### src/audio_const_pkg.sv
// Audio stage constants
`default_nettype none

package audio_const_pkg;

	// --------------------
	// Sample format
	// --------------------

	// Width of one signed channel sample
	localparam int sample_w = 16;

	// Largest positive sample value
	localparam int sample_max = 2 ** (sample_w - 1) - 1;

	// Speaker step is 2048 shifted left by the 2-bit volume
	localparam int spk_base_shift = 11;

	// --------------------
	// Compressor curves
	// --------------------

	// Linear gain below the knee, divisor above it
	localparam logic [sample_w-1:0] comp_gain_2x = sample_w'(2);
	localparam logic [sample_w-1:0] comp_div_2x  = sample_w'(4);
	localparam logic [sample_w-1:0] comp_gain_4x = sample_w'(4);
	localparam logic [sample_w-1:0] comp_div_4x  = sample_w'(8);

	// Knee placed so both segments meet near full scale
	localparam logic [sample_w-1:0] comp_knee_2x =
		sample_w'((sample_max * (comp_div_2x - 1)) / (comp_div_2x * comp_gain_2x - 1) + 1);
	localparam logic [sample_w-1:0] comp_knee_4x =
		sample_w'((sample_max * (comp_div_4x - 1)) / (comp_div_4x * comp_gain_4x - 1) + 1);

	// Offset of the upper segment, equal to the linear value at the knee
	localparam logic [sample_w-1:0] comp_base_2x = sample_w'(comp_knee_2x * comp_gain_2x);
	localparam logic [sample_w-1:0] comp_base_4x = sample_w'(comp_knee_4x * comp_gain_4x);

	// Largest input that both curves map without wrapping, 4x is the tighter one
	localparam int comp_safe_max =
		comp_knee_4x + comp_div_4x * (sample_max - comp_base_4x) + comp_div_4x - 1;

endpackage

`default_nettype wire

### src/audio_types_pkg.sv
// Audio stage types
`default_nettype none

package audio_types_pkg;

	// --------------------
	// Control encodings
	// --------------------

	// Output boost select, code 3 is treated as 4x
	typedef enum logic [1:0] {
		boost_none = 2'd0,
		boost_2x   = 2'd1,
		boost_4x   = 2'd2
	} boost_t;

	// --------------------
	// Bundles
	// --------------------

	// One stereo frame, left in the upper half
	typedef struct packed {
		logic signed [audio_const_pkg::sample_w-1:0] left;
		logic signed [audio_const_pkg::sample_w-1:0] right;
	} stereo_sample_t;

	// User audio settings
	typedef struct packed {
		// Speaker loudness, 0 is quietest
		logic [1:0] speaker_vol;
		boost_t     boost;
	} audio_ctrl_t;

endpackage

`default_nettype wire

### src/speaker_mixer.sv
// PC speaker mixer
`default_nettype none

module speaker_mixer (
	input  wire                             clk_sys,
	input  wire                             reset,
	input  wire audio_types_pkg::stereo_sample_t sample_in,
	input  wire                             speaker,
	input  wire [1:0]                       speaker_vol,
	output audio_types_pkg::stereo_sample_t mixed
);

	import audio_const_pkg::*;
	import audio_types_pkg::*;

	// Registered DC step, one stage ahead of the mix
	logic [sample_w-1:0] spk_step;
	logic [sample_w-1:0] step_next;
	stereo_sample_t      mix_next;

	// --------------------
	// Speaker step
	// --------------------

	// Step sizes are 2048, 4096, 8192 and 16384
	always_comb begin
		if (speaker) begin
			step_next = (sample_w'(1) << spk_base_shift) << speaker_vol;
		end else begin
			step_next = '0;
		end
	end

	// --------------------
	// Channel mix
	// --------------------

	// Sum wraps at the sample width, no saturation
	always_comb begin
		mix_next.left  = sample_in.left + $signed(spk_step);
		mix_next.right = sample_in.right + $signed(spk_step);
	end

	always_ff @(posedge clk_sys) begin
		if (reset) begin
			spk_step <= '0;
			mixed    <= '0;
		end else begin
			spk_step <= step_next;
			mixed    <= mix_next;
		end
	end

	// Once out of reset the mix carries only defined values
	mixed_known: assert property (
		@(posedge clk_sys) disable iff (reset)
		!$isunknown(mixed)
	) else $error("speaker_mixer: mixed has unknown bits");

endmodule

`default_nettype wire

### src/soft_compressor.sv
// Soft audio compressor
`default_nettype none

module soft_compressor (
	input  wire                             clk_sys,
	input  wire                             reset,
	input  wire audio_types_pkg::stereo_sample_t mixed,
	input  wire audio_types_pkg::boost_t    boost,
	output audio_types_pkg::stereo_sample_t compressed
);

	import audio_const_pkg::*;
	import audio_types_pkg::*;

	stereo_sample_t comp_next;

	// --------------------
	// Curve
	// --------------------

	// Two-segment curve on the magnitude, sign put back afterwards
	function automatic logic [sample_w-1:0] compress(
		input logic [sample_w-1:0] s,
		input boost_t              b
	);
		logic [sample_w-1:0] mag;
		logic [sample_w-1:0] curve_2x;
		logic [sample_w-1:0] curve_4x;
		logic [sample_w-1:0] res;

		// -32768 gives 32768 here, which the unsigned math handles
		mag = s[sample_w-1] ? (~s + 1'b1) : s;

		if (mag < comp_knee_2x) begin
			curve_2x = mag * comp_gain_2x;
		end else begin
			curve_2x = ((mag - comp_knee_2x) / comp_div_2x) + comp_base_2x;
		end

		if (mag < comp_knee_4x) begin
			curve_4x = mag * comp_gain_4x;
		end else begin
			curve_4x = ((mag - comp_knee_4x) / comp_div_4x) + comp_base_4x;
		end

		// Unused code 3 falls through to the 4x curve
		case (b)
			boost_2x: res = curve_2x;
			default:  res = curve_4x;
		endcase

		// Results near full scale wrap past the sample width
		return s[sample_w-1] ? (~res + 1'b1) : res;
	endfunction

	// --------------------
	// Output register
	// --------------------

	always_comb begin
		comp_next.left  = compress(mixed.left, boost);
		comp_next.right = compress(mixed.right, boost);
	end

	always_ff @(posedge clk_sys) begin
		if (reset) begin
			compressed <= '0;
		end else begin
			compressed <= comp_next;
		end
	end

	// --------------------
	// Checks
	// --------------------

	// Silence stays silent through the curve
	zero_in_zero_out: assert property (
		@(posedge clk_sys) disable iff (reset)
		(mixed == '0) |=> (compressed == '0)
	) else $error("soft_compressor: zero input gave nonzero output");

	// Positive inputs in the non-wrapping range keep their sign
	left_sign_kept: assert property (
		@(posedge clk_sys) disable iff (reset)
		(!mixed.left[sample_w-1] && (int'(mixed.left) <= comp_safe_max))
		|=> !compressed.left[sample_w-1]
	) else $error("soft_compressor: left channel turned negative");

	right_sign_kept: assert property (
		@(posedge clk_sys) disable iff (reset)
		(!mixed.right[sample_w-1] && (int'(mixed.right) <= comp_safe_max))
		|=> !compressed.right[sample_w-1]
	) else $error("soft_compressor: right channel turned negative");

endmodule

`default_nettype wire

### src/audio_out_stage.sv
// Audio output stage
`default_nettype none

module audio_out_stage (
	input  wire                             clk_sys,
	input  wire                             reset,
	input  wire audio_types_pkg::stereo_sample_t sample_in,
	input  wire                             speaker,
	input  wire audio_types_pkg::audio_ctrl_t    ctrl,
	output audio_types_pkg::stereo_sample_t audio_out
);

	import audio_types_pkg::*;

	// Mixer result, also the unboosted output
	stereo_sample_t mixed;
	// Compressor result, one cycle behind mixed
	stereo_sample_t compressed;

	// --------------------
	// Datapath
	// --------------------

	speaker_mixer speaker_mixer_i (
		.clk_sys     (clk_sys),
		.reset       (reset),
		.sample_in   (sample_in),
		.speaker     (speaker),
		.speaker_vol (ctrl.speaker_vol),
		.mixed       (mixed)
	);

	soft_compressor soft_compressor_i (
		.clk_sys    (clk_sys),
		.reset      (reset),
		.mixed      (mixed),
		.boost      (ctrl.boost),
		.compressed (compressed)
	);

	// --------------------
	// Output select
	// --------------------

	// Follows the live boost setting, so latency is 1 or 2 cycles
	always_comb begin
		if (ctrl.boost == boost_none) begin
			audio_out = mixed;
		end else begin
			audio_out = compressed;
		end
	end

endmodule

`default_nettype wire

### config.mk
export PLATFORM = sky130hd
export DESIGN_NAME = audio_out_stage
export DESIGN_NICKNAME = d
export VERILOG_FILES = /design/src/audio_const_pkg.sv /design/src/audio_types_pkg.sv /design/src/speaker_mixer.sv /design/src/soft_compressor.sv /design/src/audio_out_stage.sv
export SDC_FILE = /design/constraint.sdc
export NUM_CORES = 1
export LEC_CHECK = 0
export BUFFER_PORTS_ARGS = -buffer_cell sky130_fd_sc_hd__buf_2
export CORE_UTILIZATION = 55
export DETAILED_ROUTE_END_ITERATION = 16
export PLACE_DENSITY_LB_ADDON = 0.15
export SLEW_MARGIN = 15
export SYNTH_ARGS = -nofsm -noshare
export SYNTH_HDL_FRONTEND = slang
export SYNTH_SLANG_ARGS = --single-unit
### constraint.sdc
create_clock -name clk_sys -period 8.25 [get_ports clk_sys]
set_input_delay 0.825 -clock clk_sys [delete_from_list [all_inputs] [get_ports clk_sys]]
set_output_delay 0.825 -clock clk_sys [all_outputs]
set_load 0.01 [all_outputs]
Word-level counts from Yosys, hierarchy flattened
Index checks and enable logic that the tools add are counted.
- add/sub/neg operators: 14
- magnitude comparators: 4
- eq/ne operators: 1
- shift operators: 1
- multiplexer cells: 11
- bitwise operators: 5
- reductions and logical operators: 2
- operators with widths (operator ; number):
    $mux W16 ; 10
    $add A16 B1 Y16 const B ; 4
    $not A16 Y16 ; 4
    $add A13 B15 Y16 const B ; 2
    $add A14 B15 Y16 const B ; 2
    $add A16 B16 Y16 ; 2
    $lt A16 B13 Y1 const B ; 2
    $lt A16 B14 Y1 const B ; 2
    $mux W32 ; 1
    $sub A16 B13 Y16 const B ; 2
    $sub A16 B14 Y16 const B ; 2
    $shl A12 B2 Y16 const A ; 1
    $eq A2 B1 Y1 const B ; 1
    $logic_not A2 Y1 ; 1
    $reduce_or A2 Y1 ; 1
    $not A1 Y1 ; 1
- flip-flop bits (word level): 80
- word-level logic and storage cells: 43

Logic depth before layout (Yosys ltp)
Gate-level depths: netlist of the first run.
- depth in word-level cells: 10
- mapped depth: 25
- mapped depth without buffers: 22

Modules after synthesis
From an unflattened synthesis of the first run, not the netlist that was laid out.
- cell total of the unflattened synthesis: 1060
- area, all modules: 8219.1 um2
- by module, submodules not included (module ; times used ; cells each ; area an instance (um2) ; sequential area each (um2)):
    soft_compressor ; 1 ; 909 ; 6513.7 ; 640.6
    speaker_mixer ; 1 ; 115 ; 1285.0 ; 720.7
    audio_out_stage ; 1 ; 36 ; 420.4 ; 0.0

Worst setup path before layout of the first run
OpenSTA, ideal clock, no wires.
- path type: register to register
- start: register speaker_mixer_i.mixed[31] (netlist name)
- end: register soft_compressor_i.compressed[30] (netlist name)
- data arrival time: 5.120 ns
- required time: 8.127 ns
- setup slack: 3.007 ns
- cell stages (with the launch flop): 26
- period minus slack after synthesis: 5.243 ns
- path through: dfxtp_1 > buf_2 > inv_1 > clkbuf_1 > nor2_1 > xnor2_1 > inv_1 > ha_1 > nand4bb_1 > o21ai_0 > a21boi_0 > nor2_1 > ha_1 > buf_1 > inv_1 > a2111oi_0 > a311oi_1 > a211oi_1 > o211ai_1 > o2111a_1 > nand2b_1 > a311oi_1 > a21oi_1 > or4_1 > o21ai_1 > mux2_1
- longest elaborated chain between the ends: 10
- elaborated cells between the ends (all ways): 15
- those cells by class: add/sub: 6; order compare: 2; mux: 5; bitwise: 2
- ends and longest elaborated chain (element ; RTL line ; text):
    $not A16 Y16 ; soft_compressor.sv:32 ; mag = s[sample_w-1] ? (~s + 1'b1) : s;
    $add A16 B1 Y16 ; soft_compressor.sv:32 ;
    $mux W16 ; soft_compressor.sv:32 ;
    $sub A16 B13 Y16 / $sub A16 B14 Y16 (equally long branches) ; soft_compressor.sv:43, soft_compressor.sv:37 ;
    $add A13 B15 Y16 / $add A14 B15 Y16 (equally long branches) ; soft_compressor.sv:43, soft_compressor.sv:37 ;
    $mux W16, on equally long branches ; soft_compressor.sv:40, soft_compressor.sv:34 ;
    $mux W16 ; soft_compressor.sv:47 ; case (b)
    $not A16 Y16 ; soft_compressor.sv:53 ; return s[sample_w-1] ? (~res + 1'b1) : res;
    $add A16 B1 Y16 ; soft_compressor.sv:53 ;
    $mux W16 (*) ; soft_compressor.sv:53 ;
Mark *: on every way between the ends. The rest lies on a longest branch, timed or not.
A chain may end at the register's enable or synchronous reset.

Worst setup path in the final report of the first run
- start: register speaker_mixer_i.mixed[18] (netlist name)
- end: register soft_compressor_i.compressed[30] (netlist name)
- longest elaborated chain between the ends: 10
- elaborated cells between the ends (all ways): 15
- those cells by class: add/sub: 6; order compare: 2; mux: 5; bitwise: 2
- ends and longest elaborated chain (element ; RTL line):
    $not A16 Y16 ; soft_compressor.sv:32
    $add A16 B1 Y16 ; soft_compressor.sv:32
    $mux W16 (*) ; soft_compressor.sv:32
    $sub A16 B13 Y16 / $sub A16 B14 Y16 (equally long branches) ; soft_compressor.sv:43, soft_compressor.sv:37
    $add A13 B15 Y16 / $add A14 B15 Y16 (equally long branches) ; soft_compressor.sv:43, soft_compressor.sv:37
    $mux W16, on equally long branches ; soft_compressor.sv:40, soft_compressor.sv:34
    $mux W16 (*) ; soft_compressor.sv:47
    $not A16 Y16 ; soft_compressor.sv:53
    $add A16 B1 Y16 ; soft_compressor.sv:53
    $mux W16 (*) ; soft_compressor.sv:53
Marked as above.

==> out/qor.yml, run 1 <==
syn_nets: 1139
hold_start: "speaker_mixer_i.spk_step[11]$_SDFF_PP0_"
setup_viol: 0
rsz0062_at_grt: "no"
clockPowerShare_pct: 26.9
netlist_area_um2: 8420
p_total_mw: 1.75
pwr-share-comb_pct: 49.5
power_density_nw_per_um2: 192
grt_antenna_before_repair: 0
post_cts_buffers: 0
postRouteAntennaNets: 0
synth_top_family_by_area: "compound AO/OA/AOI/OAI gates"
holdWs_ns: 0.626
drt_iter0_markers: 1074
final-hold-violation-count: 0
ctsHoldBuffers: 0
p_sw_share_pct: 41.7
fin_nets: 1148
r2r-start: "speaker_mixer_i.mixed[18]$_SDFF_PP0_"
gp_congestion: 0.981
post-dp-hpwl_um: 19100
first_pass_iters: 6
ir_drop_mv: 0.187
cts_tree: "built"
area_delta_synth_final_pct: 7.80
dieWidth_um: 126
rows: 44
viasPerCell: 6.89
critPathLaunchType: "flip-flop"
fmax_mhz: 168
drt-total-wl_um: 26300
synth_compound_area_share_pct: 31.8
root_buffer: "clkbuf_16"
max_stage_delay_ns: 0.53
cp_cell_sequence: "nor3_2, nor2_1, xnor2_1, inv_1, ha_1, nand4bb_1, o21ai_0, a21boi_0, nor2_1, ha_1, inv_1, a2111oi_0, a311oi_1, a211oi_1, o211ai_1, o2111a_1, nand2b_1, a311oi_1, a21oi_1, or4_1, o21ai_1, mux2_1"
internal_power_mw: 1.02
grt_pass1_vias: 7906
start_util_pct: 57.1
netlist_instances: 1076
pwr-share-seq_pct: 23.7
critPathArrivalTime_ns: 6.18
grt_overflow_total: 0
async_flop_share_pct: 0
clk_pin_slew_ns: 0.06
core_region_area_um2: 14800
htree_levels: 3
crit_family: "compound AO/OA/AOI/OAI gates"
max-slew-margin-rel_pct: 24.7
cp.required_ns: 8.48
finalMaxSlewViolations: 0
hold_class: "flip-flop to flip-flop"
clock-sinks: 68
yosys_most_used_dff: "dfxtp_1"
crit_fanout: 16
ioPinCount: 71
fin_skew_ns: 0.00724
outcome: "completed"
layout_common_cells: "nor2_1, buf_2, a21oi_1"
yosys.area_share.simple_pct: 25.4
dieHeight_um: 126
drcViolationCount: 0
min_period_over_period_pct: 72.1
synth.distinct_cells: 109
layout_min_cycle_time_ns: 5.95
routedWlPerCell_um: 20.7
p_sw_mw: 0.727
timing_worst_setup_path_type: "flip-flop to flip-flop"
synth_xor_area_share_pct: 10.0
ys_ff_latch: 68
track_usage_pct: 33.3
grt_max_degree: 72
numCtsBuffers: 9
synth_edf_count: 0
insertion_delay_ns: 0.34
die-area_um2: 15800
final_common_cell: "nor2_1"
p_leak_nw: 3.44
worstMarginPinSlew_ns: 1.13
yosys.area_share.adder_pct: 3.74
clockBufferDepth: 2
synth.area.mux_share_pct: 7.22
cp-startpoint: "speaker_mixer_i.mixed[18]$_SDFF_PP0_"
yosysWarnings: 0
vias: 8787
critPathBufInv: 2
drv_cap: 0
postSynthAreaPerCell_um2: 7.82
ys_seq_area_share_pct: 16.2
cts.repair.resized: 0
tns_ns: 0
drive_gt1_share_pct: 19.3
io_buffers: 70
grt_pass1_wl_um: 42400
critical_path.endpoint_type: "flip-flop"
crit_path_top_delay_cell: "or4_1"
cell type report:
type                    instances  area (µm²)
flip-flops and latches         68        1360
well taps                     184         230
multi-input cells             899        6600
fillers                      1393        5680
repair buffers                 79         418
diodes                          1        2.50
clock inverters                 5         106
inverters                      28         105
clock buffers                  11         253
cells in the mapped netlist, types with 16 or more instances:
cell type / number / area (µm²)
a21o_1: 16 / 120
a21oi_1: 68 / 340
a31oi_1: 16 / 100
buf_2: 24 / 120
clkbuf_1: 45 / 169
dfxtp_1: 68 / 1360
ha_1: 22 / 275
inv_1: 26 / 97.6
mux2_2: 35 / 394
mux2i_1: 18 / 180
nand2_1: 47 / 176
nand3_1: 23 / 115
nor2_1: 101 / 379
nor2b_1: 41 / 257
nor3_1: 28 / 140
nor4_1: 20 / 125
o21ai_0: 54 / 270
o31ai_1: 16 / 120
xnor2_1: 56 / 490
xor2_1: 29 / 254
power by group through the flow:
stage	Combinational [mW]	Sequential, mW	Clock, mW
5_1_grt	0.933	0.419	0.488
6_report	0.863	0.413	0.469
3_3_place_gp	0.832	0.418	0
2_1_floorplan	0.666	0.390	0
4_1_cts	0.842	0.412	0.474
3_5_place_dp	0.833	0.419	0
kinds of logic (layout without fill, tap and decap cells):
family	Yosys count	after routing
AND/OR/NAND/NOR	376	376
AO/OA/AOI/OAI	352	352
buffers and inverters	109	123
XOR/XNOR	91	91
flip-flops	68	68
multiplexers	56	56
adder cells (fa/ha/maj)	24	24
other	0	1
through the flow:
stage | worst slack [ns] | utilization, % | instances | cell area, µm²
final | 2.30 | 61.5 | 1275 | 9080
after floorplan | 3.01 | - | 1076 | 8420
after detailed placement | 2.43 | 59.1 | 1258 | 8710
after global placement | 2.63 | 59.1 | 1258 | 8710
after global routing | 1.80 | 61.5 | 1274 | 9070
after CTS | 2.40 | 61.5 | 1274 | 9070
worst reg2reg max path: cells and delay by family (launching register included):
kind                       cells  cell delay, ns
xor gates and xnor gates       1            0.40
DFF                            1            0.44
muxes                          1            0.33
buffers and inverters          2            0.19
adders and majority gates      2            0.61
AOI/OAI and AO/OA             10            2.24
and+or+nand+nor                6            1.63
state kept, by name (all words and copies together) (netlist names):
register,cells
soft_compressor_i.compressed,32
speaker_mixer_i.mixed,32
speaker_mixer_i.spk_step,4
final timing paths:
kind,to,depth (start not counted),slack [ns]
setup / recovery,soft_compressor_i.compressed[30]$_SDFF_PP0_,22,2.30
hold / removal,speaker_mixer_i.mixed[11]$_SDFF_PP0_,2,0.63
setup reg to reg,soft_compressor_i.compressed[30]$_SDFF_PP0_,22,2.30
hold reg to reg,speaker_mixer_i.mixed[11]$_SDFF_PP0_,2,0.63
per-layer routing:
layer / vias to the layer above / track usage (%) / wire length, µm
li1: 4090 / - / -
met1: 4133 / 49.1 / 12200
met2: 509 / 49.2 / 11100
met3: 55 / 6.24 / 2520
met4: 0 / 8.54 / 516
met5: - / 0 / 0
No activity file was read; power rests on OpenSTA's default activity.
==> inputs of run 2 (changes only) <==
clock period = 6.2 ns   (was 8.25 ns; I/O delays follow)
==> run 2 against run 1 <==
First-iteration DRC count shrank 15%. Combinational power grew 33%. Via count shrank 2.0%. Sequential cell count is the same. Critical path depth is the same. Worst setup slack lost 1.9 ns. Sequential share of layout area shrank 0.058 points. Final cell count grew 1.0%. Utilization grew 0.24 points.
==> out/qor.yml, run 2 (synthesized netlist as in run 1, its figures left out) <==
outcome: "completed"
track_usage_pct: 32.3  # -0.92 points
r2r_end: "soft_compressor_i.compressed[30]$_SDFF_PP0_"
hold_class: "primary input to flip-flop"
rr_worst_depth: 22  # unchanged
drt-total-wl_um: 25600  # -2.8%
dp.cells: 1272  # +1.1%
gp_congestion: 0.930  # -5.2%
hold_depth: 2  # unchanged
clockPowerShare_pct: 22.8  # -4.1 points
layout_min_cycle_time_ns: 5.78  # -0.174 ns
ctsHoldBuffers: 0  # unchanged
die-area_um2: 15800  # unchanged
hold_start: "ctrl[2]"
pwr-share-comb_pct: 52.2  # +2.7 points
final_common_cell: "nor2_1"
drv_cap: 0  # unchanged
rsz0062_at_grt: "no"
insertion_delay_ns: 0.34  # about the same
internal_power_mw: 1.26  # +24%
drive_gt1_share_pct: 20.1  # +0.84 points
min_period_over_period_pct: 93.2  # +21 points
core_region_area_um2: 14800  # unchanged
critical_path.endpoint_type: "flip-flop"
final-hold-violation-count: 0  # unchanged
p_leak_nw: 3.48  # +1.0%
dieHeight_um: 126  # unchanged
setup_viol: 0  # unchanged
critPathLaunchType: "flip-flop"
timing_worst_setup_path_type: "flip-flop to flip-flop"
max-slew-margin-rel_pct: 30.8  # +6.1 points
largest_registers: "soft_compressor_i.compressed (32), speaker_mixer_i.mixed (32), speaker_mixer_i.spk_step (4)"
grt_max_degree: 72  # unchanged
ioPinCount: 71  # unchanged
numCtsBuffers: 9  # unchanged
routedWlPerCell_um: 19.9  # -3.8%
p_sw_mw: 0.945  # +30%
first_pass_iters: 6  # unchanged
area_delta_synth_final_pct: 8.22
p_sw_share_pct: 42.9  # +1.2 points
start_util_pct: 57.1  # unchanged
ir_drop_mv: 0.219  # +17%
cp.required_ns: 6.42  # -2.06 ns
critPathBufInv: 2  # unchanged
htree_levels: 3  # unchanged
final_cells: 1288  # +1.0%
layout_common_cells: "nor2_1, buf_2, a21oi_1"
diodes: 0  # -1
rows: 44  # unchanged
fmax_mhz: 173  # +3.0%
drt_iter0_markers: 917  # -15%
grt_overflow_total: 0  # unchanged
clk_pin_slew_ns: 0.06  # about the same
finalMaxSlewViolations: 0  # unchanged
max_stage_delay_ns: 0.57  # +0.04 ns
cts_tree: "built"
cp_cell_sequence: "nor3_4, nor2_1, xnor2_1, inv_1, ha_1, nand4bb_1, o21ai_1, a21boi_0, nor2_1, ha_1, inv_1, a2111oi_0, a311oi_1, a211oi_1, o211ai_1, o2111a_1, nand2b_1, a311oi_1, a21oi_1, or4_1, o21ai_1, mux2_1"
tns_ns: 0  # unchanged
post_cts_buffers: 0  # unchanged
power_density_nw_per_um2: 242  # +26%
min_to: "speaker_mixer_i.spk_step[13]$_SDFF_PP0_"
clock-sinks: 68  # unchanged
dieWidth_um: 126  # unchanged
io_buffers: 70  # unchanged
postRouteAntennaNets: 0  # unchanged
reg2reg_slack_ns: 0.42  # -1.88 ns
post-dp-hpwl_um: 19000  # -0.59%
worstMarginPinSlew_ns: 1.04  # -0.0895 ns
grt_antenna_before_repair: 0  # unchanged
root_buffer: "clkbuf_16"
fin_skew_ns: 0.00880  # +0.00157 ns
clockBufferDepth: 2  # unchanged
fillers: 1366  # -1.9%
crit_path_top_delay_cell: "or4_1"
critPathArrivalTime_ns: 6.00  # -0.18 ns
r2r-start: "speaker_mixer_i.mixed[18]$_SDFF_PP0_"
viasPerCell: 6.69  # -2.9%
crit_fanout: 16  # unchanged
grt_pass1_vias: 7769  # -1.7%
grt_pass1_wl_um: 41100  # -3.0%
fin_nets: 1162  # +1.2%
drcViolationCount: 0  # unchanged
pwr-share-seq_pct: 25.0  # +1.3 points
vias: 8615  # -2.0%
crit_family: "compound AO/OA/AOI/OAI gates"
run 2: cell types whose count changed in the layout (fill, tap and decap cells not counted), moves of 2 or more:
cell	change
buf_4	+14
clkbuf_8	-2
clkinv_2	+3
clkbuf_1	+2
bufinv_16	-2
run 2: how the worst max path moves through the flow:
| stage | startpoint | end | slack (ns) | depth (start not counted) |
|---|---|---|---|---|
| 2_1_floorplan | speaker_mixer_i.mixed[31]$_SDFF_PP0_ | soft_compressor_i.compressed[30]$_SDFF_PP0_ | 0.96 | 25 |
| 3_5_place_dp | speaker_mixer_i.mixed[18]$_SDFF_PP0_ | soft_compressor_i.compressed[30]$_SDFF_PP0_ | 0.43 | 22 |
| 4_1_cts | speaker_mixer_i.mixed[18]$_SDFF_PP0_ | soft_compressor_i.compressed[30]$_SDFF_PP0_ | 0.36 | 22 |
| 5_1_grt | speaker_mixer_i.mixed[18]$_SDFF_PP0_ | soft_compressor_i.compressed[30]$_SDFF_PP0_ | 0.007 | 22 |
| 3_3_place_gp | speaker_mixer_i.mixed[18]$_SDFF_PP0_ | soft_compressor_i.compressed[30]$_SDFF_PP0_ | 0.60 | 22 |
| 6_report | speaker_mixer_i.mixed[18]$_SDFF_PP0_ | soft_compressor_i.compressed[30]$_SDFF_PP0_ | 0.42 | 22 |
run 2: power by group through the flow:
| stage | clock, mW | sequential, mW | combinational (mW) |
|---|---|---|---|
| after CTS | 0.512 | 0.549 | 1.13 |
| final | 0.503 | 0.551 | 1.15 |
| after detailed placement | 0 | 0.558 | 1.11 |
| after floorplan | 0 | 0.519 | 0.886 |
| after global routing | 0.530 | 0.559 | 1.25 |
| after global placement | 0 | 0.557 | 1.12 |
run 2: layout make-up:
class | count | area [µm²] | area share, %
Clock buffer | 11 | 233 | 2.55
Clock inverter | 5 | 52.6 | 0.577
Inverter | 28 | 105 | 1.15
Multi-Input combinational cell | 899 | 6610 | 72.5
Sequential cell | 68 | 1360 | 15.0
Tap cell | 184 | 230 | 2.53
Timing Repair Buffer | 93 | 523 | 5.74
run 2: layer usage:
layer	global-route usage, %	vias to the layer above	part of all wire [%]
met3	6.54	46	9.8
met4	9.47	0	2.0
met2	49.1	455	42
met1	45.9	3992	46
li1	-	4122	-
met5	0	-	0
run 2: what timing repair did:
| item | in CTS | in global routing |
|---|---|---|
| endpoints found under the setup margin | 0 | 2 |
| gates resized for setup | 0 | 2 |
| hold endpoints to repair | 0 | 0 |
run 2: through the flow:
| stage | power [mW] | worst slack, ns | area [µm²] | hold slack, ns | util, % |
|---|---|---|---|---|---|
| 2_1_floorplan | 1.40 | 0.957 | 8420 | 0.551 | - |
| 3_3_place_gp | 1.67 | 0.600 | 8820 | 0.578 | 59.8 |
| 3_5_place_dp | 1.67 | 0.426 | 8820 | 0.589 | 59.8 |
| 4_1_cts | 2.19 | 0.358 | 9100 | 0.457 | 61.7 |
| 5_1_grt | 2.34 | 0.00660 | 9110 | 0.469 | 61.8 |
| 6_report | 2.21 | 0.422 | 9110 | 0.466 | 61.8 |
